`config.mk`:
```
export PLATFORM = sky130hd
export DESIGN_NAME = uart_dbg_top
export DESIGN_NICKNAME = d
export VERILOG_FILES = /design/src/rtl/uart_dbg_pkg.sv /design/src/rtl/dbg_cmd_engine.sv /design/src/rtl/dbg_scratch_mem.sv /design/src/rtl/uart_dbg_top.sv /design/src/rtl/uart_rx.sv /design/src/rtl/uart_tx.sv
export VERILOG_INCLUDE_DIRS = /design/src /design/src/rtl
export SDC_FILE = /design/constraint.sdc
export NUM_CORES = 2
export LEC_CHECK = 0
export BUFFER_PORTS_ARGS = -buffer_cell sky130_fd_sc_hd__buf_2
export CAP_MARGIN = 20
export CORE_ASPECT_RATIO = 0.8
export CORE_UTILIZATION = 58
export CTS_BUF_LIST = sky130_fd_sc_hd__clkbuf_8
export CTS_CLUSTER_SIZE = 16
export DETAILED_ROUTE_END_ITERATION = 10
export PLACE_DENSITY = 0.77
export REMOVE_ABC_BUFFERS = 1
export SETUP_SLACK_MARGIN = 0.3
export SYNTH_ARGS = -nofsm -noshare
export SYNTH_HDL_FRONTEND = slang
export SYNTH_HIERARCHICAL = 1
export SYNTH_SLANG_ARGS = --single-unit
```
`constraint.sdc`:
```
create_clock -name clk -period 3.06 [get_ports clk]
set_clock_uncertainty 0.2 [all_clocks]
set_input_delay 0.459 -clock clk [delete_from_list [all_inputs] [get_ports clk]]
set_output_delay 0.459 -clock clk [all_outputs]
set_load 0.05 [all_outputs]
```
`src/rtl/uart_dbg_consts.svh`:
```
`ifndef UART_DBG_CONSTS_SVH
`define UART_DBG_CONSTS_SVH

// Serial bit time in clock cycles
`define DBG_CLKS_PER_BIT 8

// Command bytes sent by the host
`define DBG_CMD_READ 8'h11
`define DBG_CMD_WRITE 8'h12
`define DBG_CMD_EXEC 8'h13

// Reply bytes sent by the server
`define DBG_ACK 8'h06
`define DBG_EOT 8'h04

// Scratch memory size in bytes
`define DBG_MEM_DEPTH 256

// Bytes in each address, length or entry field on the line
`define DBG_FIELD_BYTES 8

`endif

```
`src/rtl/uart_dbg_pkg.sv`:
```
package uart_dbg_pkg;

  // One byte on the serial line
  typedef logic [7:0] byte_t;

  // Scratch memory address, wraps at 256
  typedef logic [7:0] mem_addr_t;

  // Low part of the 64-bit length field
  typedef logic [15:0] dbg_len_t;

  // Full exec entry address
  typedef logic [63:0] entry_t;

  // Bit timer and bit index in rx and tx, bit times up to 256 clocks
  typedef logic [7:0] bit_cnt_t;

  // Command engine states
  typedef enum logic [2:0] {
    IDLE,
    FIELD,
    SEND_ACK,
    DATA_IN,
    DATA_OUT,
    SEND_EOT,
    EXEC
  } engine_state_e;

endpackage

```
`src/rtl/dbg_cmd_engine.sv`:
```
`timescale 1ns/1ps

`include "uart_dbg_consts.svh"

module dbg_cmd_engine (
  input  logic                    clk,
  input  logic                    arst_n_i,
  input  logic                    rx_valid_i,
  input  uart_dbg_pkg::byte_t     rx_data_i,
  input  logic                    tx_busy_i,
  output logic                    tx_start_o,
  output uart_dbg_pkg::byte_t     tx_data_o,
  output logic                    mem_we_o,
  output uart_dbg_pkg::mem_addr_t mem_addr_o,
  output uart_dbg_pkg::byte_t     mem_wdata_o,
  input  uart_dbg_pkg::byte_t     mem_rdata_i,
  output logic                    exec_o,
  output uart_dbg_pkg::entry_t    entry_o
);

  localparam int field_cnt_w = $clog2(`DBG_FIELD_BYTES);

  uart_dbg_pkg::engine_state_e state_q;
  uart_dbg_pkg::byte_t         cmd_q;
  logic [field_cnt_w-1:0]      field_cnt_q;
  logic                        field_idx_q;
  logic                        field_done;
  uart_dbg_pkg::mem_addr_t     addr_q;
  uart_dbg_pkg::dbg_len_t      remaining_q;
  logic                        rd_wait_q;
  uart_dbg_pkg::entry_t        entry_acc_q;

  assign field_done = field_cnt_q == field_cnt_w'(`DBG_FIELD_BYTES - 1);

  // Reply strobe goes out in the cycle the transmitter is free
  always_comb begin
    tx_start_o = 1'b0;
    tx_data_o  = `DBG_ACK;
    case (state_q)
      uart_dbg_pkg::SEND_ACK,
      uart_dbg_pkg::EXEC: begin
        tx_start_o = !tx_busy_i;
      end
      uart_dbg_pkg::DATA_OUT: begin
        tx_start_o = !tx_busy_i && !rd_wait_q;
        tx_data_o  = mem_rdata_i;
      end
      uart_dbg_pkg::SEND_EOT: begin
        tx_start_o = !tx_busy_i;
        tx_data_o  = `DBG_EOT;
      end
      default: begin
      end
    endcase
  end

  // Payload bytes go straight into memory
  assign mem_we_o    = (state_q == uart_dbg_pkg::DATA_IN) && rx_valid_i;
  assign mem_addr_o  = addr_q;
  assign mem_wdata_o = rx_data_i;

  always_ff @(posedge clk or negedge arst_n_i) begin
    if (!arst_n_i) begin
      state_q     <= uart_dbg_pkg::IDLE;
      cmd_q       <= '0;
      field_cnt_q <= '0;
      field_idx_q <= 1'b0;
      addr_q      <= '0;
      remaining_q <= '0;
      rd_wait_q   <= 1'b0;
      exec_o      <= 1'b0;
      entry_o     <= '0;
    end else begin
      exec_o <= 1'b0;
      case (state_q)
        uart_dbg_pkg::IDLE: begin
          if (rx_valid_i) begin
            case (rx_data_i)
              `DBG_ACK: begin
                cmd_q   <= rx_data_i;
                state_q <= uart_dbg_pkg::SEND_ACK;
              end
              `DBG_CMD_READ,
              `DBG_CMD_WRITE,
              `DBG_CMD_EXEC: begin
                cmd_q       <= rx_data_i;
                field_cnt_q <= '0;
                field_idx_q <= 1'b0;
                state_q     <= uart_dbg_pkg::FIELD;
              end
              // Unknown bytes are dropped
              default: begin
              end
            endcase
          end
        end
        uart_dbg_pkg::FIELD: begin
          if (rx_valid_i) begin
            field_cnt_q <= field_cnt_q + 1'b1;
            // Only the low address byte and low two length bytes matter
            if (cmd_q != `DBG_CMD_EXEC) begin
              if (!field_idx_q && field_cnt_q == '0) begin
                addr_q <= rx_data_i;
              end
              if (field_idx_q && field_cnt_q == '0) begin
                remaining_q[7:0] <= rx_data_i;
              end
              if (field_idx_q && field_cnt_q == field_cnt_w'(1)) begin
                remaining_q[15:8] <= rx_data_i;
              end
            end
            if (field_done) begin
              if (cmd_q == `DBG_CMD_EXEC) begin
                exec_o  <= 1'b1;
                entry_o <= {rx_data_i, entry_acc_q[63:8]};
                state_q <= uart_dbg_pkg::EXEC;
              end else if (!field_idx_q) begin
                field_idx_q <= 1'b1;
              end else begin
                state_q <= uart_dbg_pkg::SEND_ACK;
              end
            end
          end
        end
        uart_dbg_pkg::SEND_ACK: begin
          if (tx_start_o) begin
            case (cmd_q)
              `DBG_CMD_WRITE: begin
                state_q <= (remaining_q == '0) ? uart_dbg_pkg::SEND_EOT
                                               : uart_dbg_pkg::DATA_IN;
              end
              `DBG_CMD_READ: begin
                rd_wait_q <= 1'b1;
                state_q   <= (remaining_q == '0) ? uart_dbg_pkg::SEND_EOT
                                                 : uart_dbg_pkg::DATA_OUT;
              end
              default: begin
                state_q <= uart_dbg_pkg::IDLE;
              end
            endcase
          end
        end
        uart_dbg_pkg::DATA_IN: begin
          if (rx_valid_i) begin
            addr_q      <= addr_q + 1'b1;
            remaining_q <= remaining_q - 1'b1;
            if (remaining_q == 16'd1) begin
              state_q <= uart_dbg_pkg::SEND_EOT;
            end
          end
        end
        uart_dbg_pkg::DATA_OUT: begin
          // One idle cycle lets the read data settle for the new address
          if (rd_wait_q) begin
            rd_wait_q <= 1'b0;
          end else if (tx_start_o) begin
            rd_wait_q   <= 1'b1;
            addr_q      <= addr_q + 1'b1;
            remaining_q <= remaining_q - 1'b1;
            if (remaining_q == 16'd1) begin
              state_q <= uart_dbg_pkg::SEND_EOT;
            end
          end
        end
        uart_dbg_pkg::SEND_EOT,
        uart_dbg_pkg::EXEC: begin
          if (tx_start_o) begin
            state_q <= uart_dbg_pkg::IDLE;
          end
        end
        default: begin
          state_q <= uart_dbg_pkg::IDLE;
        end
      endcase
    end
  end

  // Entry arrives LSB first, so shift in from the top
  always_ff @(posedge clk) begin
    if (state_q == uart_dbg_pkg::FIELD && rx_valid_i) begin
      entry_acc_q <= {rx_data_i, entry_acc_q[63:8]};
    end
  end

endmodule

```
`src/rtl/dbg_scratch_mem.sv`:
```
`timescale 1ns/1ps

`include "uart_dbg_consts.svh"

module dbg_scratch_mem (
  input  logic                    clk,
  input  logic                    mem_we_i,
  input  uart_dbg_pkg::mem_addr_t mem_addr_i,
  input  uart_dbg_pkg::byte_t     mem_wdata_i,
  output uart_dbg_pkg::byte_t     mem_rdata_o
);

  uart_dbg_pkg::byte_t mem_q [`DBG_MEM_DEPTH];

  always_ff @(posedge clk) begin
    if (mem_we_i) begin
      mem_q[mem_addr_i] <= mem_wdata_i;
    end
  end

  // Read data follows the address by one cycle
  always_ff @(posedge clk) begin
    mem_rdata_o <= mem_q[mem_addr_i];
  end

endmodule

```
`src/rtl/uart_dbg_top.sv`:
```
`timescale 1ns/1ps

module uart_dbg_top (
  input  logic                 clk,
  input  logic                 arst_n_i,
  input  logic                 rx_i,
  output logic                 tx_o,
  output logic                 exec_o,
  output uart_dbg_pkg::entry_t entry_o
);

  logic                    rx_valid;
  uart_dbg_pkg::byte_t     rx_data;
  logic                    tx_start;
  uart_dbg_pkg::byte_t     tx_data;
  logic                    tx_busy;
  logic                    mem_we;
  uart_dbg_pkg::mem_addr_t mem_addr;
  uart_dbg_pkg::byte_t     mem_wdata;
  uart_dbg_pkg::byte_t     mem_rdata;

  uart_rx uart_rx_inst (
    .clk        ( clk      ),
    .arst_n_i   ( arst_n_i ),
    .rx_i       ( rx_i     ),
    .rx_valid_o ( rx_valid ),
    .rx_data_o  ( rx_data  )
  );

  dbg_scratch_mem dbg_scratch_mem_inst (
    .clk         ( clk       ),
    .mem_we_i    ( mem_we    ),
    .mem_addr_i  ( mem_addr  ),
    .mem_wdata_i ( mem_wdata ),
    .mem_rdata_o ( mem_rdata )
  );

  dbg_cmd_engine dbg_cmd_engine_inst (
    .clk         ( clk       ),
    .arst_n_i    ( arst_n_i  ),
    .rx_valid_i  ( rx_valid  ),
    .rx_data_i   ( rx_data   ),
    .tx_busy_i   ( tx_busy   ),
    .tx_start_o  ( tx_start  ),
    .tx_data_o   ( tx_data   ),
    .mem_we_o    ( mem_we    ),
    .mem_addr_o  ( mem_addr  ),
    .mem_wdata_o ( mem_wdata ),
    .mem_rdata_i ( mem_rdata ),
    .exec_o      ( exec_o    ),
    .entry_o     ( entry_o   )
  );

  uart_tx uart_tx_inst (
    .clk        ( clk      ),
    .arst_n_i   ( arst_n_i ),
    .tx_start_i ( tx_start ),
    .tx_data_i  ( tx_data  ),
    .tx_busy_o  ( tx_busy  ),
    .tx_o       ( tx_o     )
  );

endmodule

```
`src/rtl/uart_rx.sv`:
```
`timescale 1ns/1ps

`include "uart_dbg_consts.svh"

module uart_rx (
  input  logic                clk,
  input  logic                arst_n_i,
  input  logic                rx_i,
  output logic                rx_valid_o,
  output uart_dbg_pkg::byte_t rx_data_o
);

  localparam uart_dbg_pkg::bit_cnt_t bit_last =
    uart_dbg_pkg::bit_cnt_t'(`DBG_CLKS_PER_BIT - 1);
  localparam uart_dbg_pkg::bit_cnt_t half_last =
    uart_dbg_pkg::bit_cnt_t'(`DBG_CLKS_PER_BIT / 2 - 1);
  // Index 0 is the start bit, 1 to 8 the data bits, 9 the stop bit
  localparam uart_dbg_pkg::bit_cnt_t stop_idx = uart_dbg_pkg::bit_cnt_t'(9);

  logic [1:0]              rx_sync_q;
  logic                    rx_s;
  logic                    active_q;
  uart_dbg_pkg::bit_cnt_t  timer_q;
  uart_dbg_pkg::bit_cnt_t  bit_idx_q;
  uart_dbg_pkg::byte_t     shift_q;
  logic                    sample;

  // Line idles high, so sync flops reset to 1
  always_ff @(posedge clk or negedge arst_n_i) begin
    if (!arst_n_i) begin
      rx_sync_q <= 2'b11;
    end else begin
      rx_sync_q <= {rx_sync_q[0], rx_i};
    end
  end

  assign rx_s   = rx_sync_q[1];
  assign sample = active_q && (timer_q == '0);

  always_ff @(posedge clk or negedge arst_n_i) begin
    if (!arst_n_i) begin
      active_q   <= 1'b0;
      timer_q    <= '0;
      bit_idx_q  <= '0;
      rx_valid_o <= 1'b0;
    end else begin
      rx_valid_o <= 1'b0;
      if (!active_q) begin
        // Falling edge starts a frame, first sample lands mid start bit
        if (!rx_s) begin
          active_q  <= 1'b1;
          timer_q   <= half_last;
          bit_idx_q <= '0;
        end
      end else if (!sample) begin
        timer_q <= timer_q - 1'b1;
      end else begin
        timer_q <= bit_last;
        if (bit_idx_q == '0) begin
          // Glitch, not a real start bit
          if (rx_s) begin
            active_q <= 1'b0;
          end else begin
            bit_idx_q <= bit_idx_q + 1'b1;
          end
        end else if (bit_idx_q == stop_idx) begin
          active_q   <= 1'b0;
          rx_valid_o <= rx_s;
        end else begin
          bit_idx_q <= bit_idx_q + 1'b1;
        end
      end
    end
  end

  // Data bits arrive LSB first
  always_ff @(posedge clk) begin
    if (sample && bit_idx_q != '0 && bit_idx_q != stop_idx) begin
      shift_q <= {rx_s, shift_q[7:1]};
    end
    if (sample && bit_idx_q == stop_idx) begin
      rx_data_o <= shift_q;
    end
  end

endmodule

```
`src/rtl/uart_tx.sv`:
```
`timescale 1ns/1ps

`include "uart_dbg_consts.svh"

module uart_tx (
  input  logic                clk,
  input  logic                arst_n_i,
  input  logic                tx_start_i,
  input  uart_dbg_pkg::byte_t tx_data_i,
  output logic                tx_busy_o,
  output logic                tx_o
);

  localparam uart_dbg_pkg::bit_cnt_t bit_last =
    uart_dbg_pkg::bit_cnt_t'(`DBG_CLKS_PER_BIT - 1);
  // Start, 8 data bits, stop
  localparam uart_dbg_pkg::bit_cnt_t frame_last = uart_dbg_pkg::bit_cnt_t'(9);

  logic [9:0]             frame_q;
  uart_dbg_pkg::bit_cnt_t timer_q;
  uart_dbg_pkg::bit_cnt_t bit_idx_q;
  logic                   accept;
  logic                   bit_end;

  assign accept  = tx_start_i && !tx_busy_o;
  assign bit_end = tx_busy_o && (timer_q == '0);

  always_ff @(posedge clk or negedge arst_n_i) begin
    if (!arst_n_i) begin
      tx_busy_o <= 1'b0;
      tx_o      <= 1'b1;
      timer_q   <= '0;
      bit_idx_q <= '0;
    end else if (accept) begin
      tx_busy_o <= 1'b1;
      tx_o      <= 1'b0;
      timer_q   <= bit_last;
      bit_idx_q <= '0;
    end else if (tx_busy_o && !bit_end) begin
      timer_q <= timer_q - 1'b1;
    end else if (bit_end) begin
      timer_q <= bit_last;
      if (bit_idx_q == frame_last) begin
        tx_busy_o <= 1'b0;
        tx_o      <= 1'b1;
      end else begin
        bit_idx_q <= bit_idx_q + 1'b1;
        // Next bit sits one above the one on the line
        tx_o      <= frame_q[1];
      end
    end
  end

  always_ff @(posedge clk) begin
    if (accept) begin
      frame_q <= {1'b1, tx_data_i, 1'b0};
    end else if (bit_end) begin
      frame_q <= {1'b1, frame_q[9:1]};
    end
  end

endmodule

```
==> flow_summary_export.csv <==
group,metric,value,unit
logic_synthesis,ys_ff_latch,2279,
drt,dr.pass1.iters,6,
power,p_comb_frac,0.064,
sta,finalSetupViolations,4,
die,num_rows,127,
sta,relSlewSlack,0.309,
drt,via_per_inst,6.58,
global_route,antenna_found_initial,8,
setup_path,worstPathRequired,3.78,ns
setup_path,crit_slowest_cell,"mux4_2",
drt,initialDrtViolationCount,7386,
outcome,status,"finished, violations left",
setup_path,r2r-start,"dbg_cmd_engine_inst/mem_addr_o[0]",
setup_path,r2r-end,"dbg_scratch_mem_inst/mem_rdata_o[2]",
die,die_w,438,um
clock_network,cts_buffer_depth,4,
min_path,holdPathEnd,"uart_rx_inst/rx_sync_q[1]",
setup_path,worst-path-buf-inv,3,
sta,fmax,323,MHz
finish,fillers,8744,
clock_network,clk_pin_slew_worst_paths,0.06,ns
setup_path,r2r_cells,8,
power,power_frac_clock,0.377,
logic_synthesis,ys.flop_type,"edfxtp_1",
placement,io_buffers,68,
drt,drt_wl_total,220000,um
die,core_region_area,150000,um2
setup_path,path_cells,"buf_12 > buf_4 > mux4_2 > a22oi_1 > a21oi_1 > o41ai_4 > buf_4 > nand4_1",
power,p_sw_frac,0.226,
drt,num_vias,48185,
placement,dpl_worst_slack,-0.519,ns
sta,hold_violations,0,
finish,fin_nets,5096,
setup_path,critPathCaptureType,"flop",
global_route,overflow,0,
power,ir_worst_vdd,0.000660,V
die,dieArea,154000,um2
finish,final_common_cell,"edfxtp_1",
min_path,min_from,"uart_rx_inst/rx_sync_q[0]",
global_route,grt_max_degree,186,
logic_synthesis,synth.distinct_cells,92,
setup_path,critPathArrivalTime,3.81,ns
clock_network,clock_latency,1.04,ns
global_route,grt_util_all_layers,0.286,
setup_path,cp_top_family,"compound AO/OA/AOI/OAI gates",
die,die_h,351,um
power,internal-power,47200,uW
logic_synthesis,synth_area_per_cell,20.5,um2
global_route,grt_pass1_wl,319000,um
sta,rsz0062_at_grt,"true",
logic_synthesis,ys_async_sr_fraction,0.0627,
power,seqPwrFrac,0.559,
setup_path,slowest_delay,0.53,ns
finish,drive_above_1_share,0.336,
drt,drt-wirelength-per-cell,30.1,um
setup_path,crit_type,"reg -> reg",
global_route,first_global_vias,47696,
sta,slew_viol_final,0,
logic_synthesis,ys_seq_area_frac,0.766,
setup_path,cp_num_cells,8,
logic_synthesis,synthesis.area,88300,um2
outcome,failed_checks,"negative setup slack",
die,start_util,0.587,
sta,fin_crit_sh,1.01,
placement,hpwl,130000,um
drt,route.detailed.drc,0,
sta,period_minus_slack,3.09,ns
clock_network,cts_tree,"built",
setup_path,crit_top_cell,"buf_4",
drt,ant_nets,0,
min_path,hold_depth,0,
logic_synthesis,synth-edff-count,2128,
clock_network,clock-sinks,2279,
min_path,hp-class,"reg -> reg",
setup_path,worstSetupStartpointType,"flop",
power,leakagePower,0.0342,uW
setup_path,crit_fanout,11,
finish,instances_no_fill,7322,
placement,dp.cells,6684,
logic_synthesis,ys_warn_count,6,
clock_network,cts_buffers,340,
logic_synthesis,synthCells,4307,
sta,worst_slack,-0.0341,ns
clock_network,cts_root_buf,"clkbuf_8",
die,ios,69,
sta,worstMarginPinSlew,1.04,ns
clock_network,h-tree-depth,5,
run,maxCapViolations,0,
setup_path,rrSetupSlack,-0.03,ns
placement,place.gp.congestion,0.877,
power,power_density,592,nW/um2
power,switchingPower,13700,uW
finish,final_cell_mix,"edfxtp_1, mux4_2, buf_4, clkbuf_8, nor2_1",
finish,area_growth,16.5,%
==> worst max-delay path by stage <==
stage	from	end	slack, ns
after floorplan	dbg_cmd_engine_inst/mem_addr_o[0]	dbg_scratch_mem_inst/mem_q[133][0]	-21.91
after global placement	dbg_cmd_engine_inst/mem_addr_o[0]	dbg_scratch_mem_inst/mem_rdata_o[1]	-1.02
after detailed placement	dbg_cmd_engine_inst/mem_addr_o[0]	dbg_scratch_mem_inst/mem_rdata_o[2]	-0.52
after CTS	dbg_cmd_engine_inst/mem_addr_o[0]	dbg_scratch_mem_inst/mem_rdata_o[2]	-0.01
after global routing	dbg_cmd_engine_inst/mem_addr_o[0]	dbg_scratch_mem_inst/mem_rdata_o[7]	-0.07
final	dbg_cmd_engine_inst/mem_addr_o[0]	dbg_scratch_mem_inst/mem_rdata_o[2]	-0.03
==> state kept, by name, summed over array words and instances (netlist names), 16 cells and up <==
register,flops
dbg_scratch_mem_inst/mem_q,2048
dbg_cmd_engine_inst/entry_acc_q,56
dbg_cmd_engine_inst/remaining_q,16
dbg_cmd_engine_inst/entry_o,64
==> routing by layer <==
metal,GRT usage,vias up,wire [um],share of wire
met5,0,-,132,0.00060
met1,0.414,24615,80900,0.37
met3,0.0676,492,29800,0.14
met2,0.430,3563,103000,0.47
met4,0.107,20,6980,0.032
li1,-,19495,-,-
==> stage by stage <==
| step | utilization | power, uW | TNS, ns | cell area [um2] | hold WS, ns |
|---|---|---|---|---|---|
| 2_1_floorplan | - | 37900 | - | 87000 | -0.0366 |
| 3_3_place_gp | 0.632 | 38200 | -2.89 | 95000 | 0.147 |
| 3_5_place_dp | 0.632 | 38300 | -2.57 | 95000 | 0.151 |
| 4_1_cts | 0.681 | 61000 | -0.0214 | 102000 | 0.162 |
| 5_1_grt | 0.684 | 62600 | -0.304 | 103000 | 0.165 |
| 6_report | 0.684 | 60900 | -0.0801 | 103000 | 0.155 |
==> area by class of cell <==
class	instances	area, um2	share of cell area
inverter	26	97.6	0.000948
clock buffer	352	4840	0.0471
multi-input combinational	1736	20000	0.195
timing repair buffer	694	6470	0.0629
sequential	2279	67700	0.657
clock inverter	233	1300	0.0126
antenna	3	7.51	0.0000729
tap	1999	2500	0.0243
==> synth_stat cells (all sizes together) (4+ instances only) <==
cell / count / area share
inv: 26 / 0.0011
dfxtp: 8 / 0.0018
o22a: 5 / 0.00050
or4: 4 / 0.00042
nor3b: 6 / 0.00051
a22oi: 262 / 0.022
and3: 5 / 0.00037
o21ai: 33 / 0.0019
a211oi: 5 / 0.00042
a21o: 7 / 0.00059
a2111oi: 4 / 0.00069
xnor2: 4 / 0.00040
or3: 5 / 0.00035
o2bb2ai: 4 / 0.00040
a22o: 14 / 0.0014
a31oi: 7 / 0.00050
mux2i: 9 / 0.0010
nor2b: 11 / 0.00078
nor3: 48 / 0.0028
dfrtp: 140 / 0.040
a21oi: 164 / 0.0093
o41ai: 34 / 0.0035
nand3: 29 / 0.0018
nor4b: 4 / 0.00074
nand4: 13 / 0.00092
mux4: 512 / 0.13
ha: 16 / 0.0023
buf: 112 / 0.0085
nor4: 8 / 0.00081
edfxtp: 2128 / 0.72
o211ai: 6 / 0.00051
nand2b: 14 / 0.00099
o21a: 6 / 0.00059
nor2: 290 / 0.013
clkbuf: 155 / 0.0066
nand2: 70 / 0.0030
and2: 15 / 0.0011
mux2: 70 / 0.0089
==> worst reg2reg max path, stage by stage, from the launching register on <==
cell     delay [ns]
dfrtp_4        0.50
buf_12         0.24
buf_4          0.29
mux4_2         0.53
a22oi_1        0.27
a21oi_1        0.21
o41ai_4        0.47
buf_4          0.20
nand4_1        0.06
==> power groups by stage <==
stage	clock network (uW)	logic, uW	registers, uW
5_1_grt	24500	4080	34100
6_report	23000	3870	34000
3_5_place_dp	0	3560	34700
4_1_cts	23200	3760	34000
2_1_floorplan	0	3080	34900
3_3_place_gp	0	3480	34700
==> logic make-up (layout without fill, tap and decap cells) <==
group,Yosys count,after routing,share of synthesized area
flip-flops,2279,2279,0.766
XOR/XNOR,6,6,0.000595
adder cells (fa/ha/maj),16,16,0.00227
AND/OR/NAND/NOR,537,538,0.0288
buffers and inverters,293,1305,0.0162
AO/OA/AOI/OAI,585,585,0.0460
other,0,3,0
multiplexers,591,591,0.140
==> timing repair <==
| item | in CTS | in global routing |
|---|---|---|
| pin swaps | 14 | 5 |
| resized for setup | 132 | 76 |
| endpoints found under the hold margin | 144 | 0 |
| buffers inserted | 19 | 12 |
| hold buffers | 5 | 0 |
| setup endpoints to repair | 851 | 664 |
| gates cloned | 11 | 3 |
(Power assumes the default switching activity.)
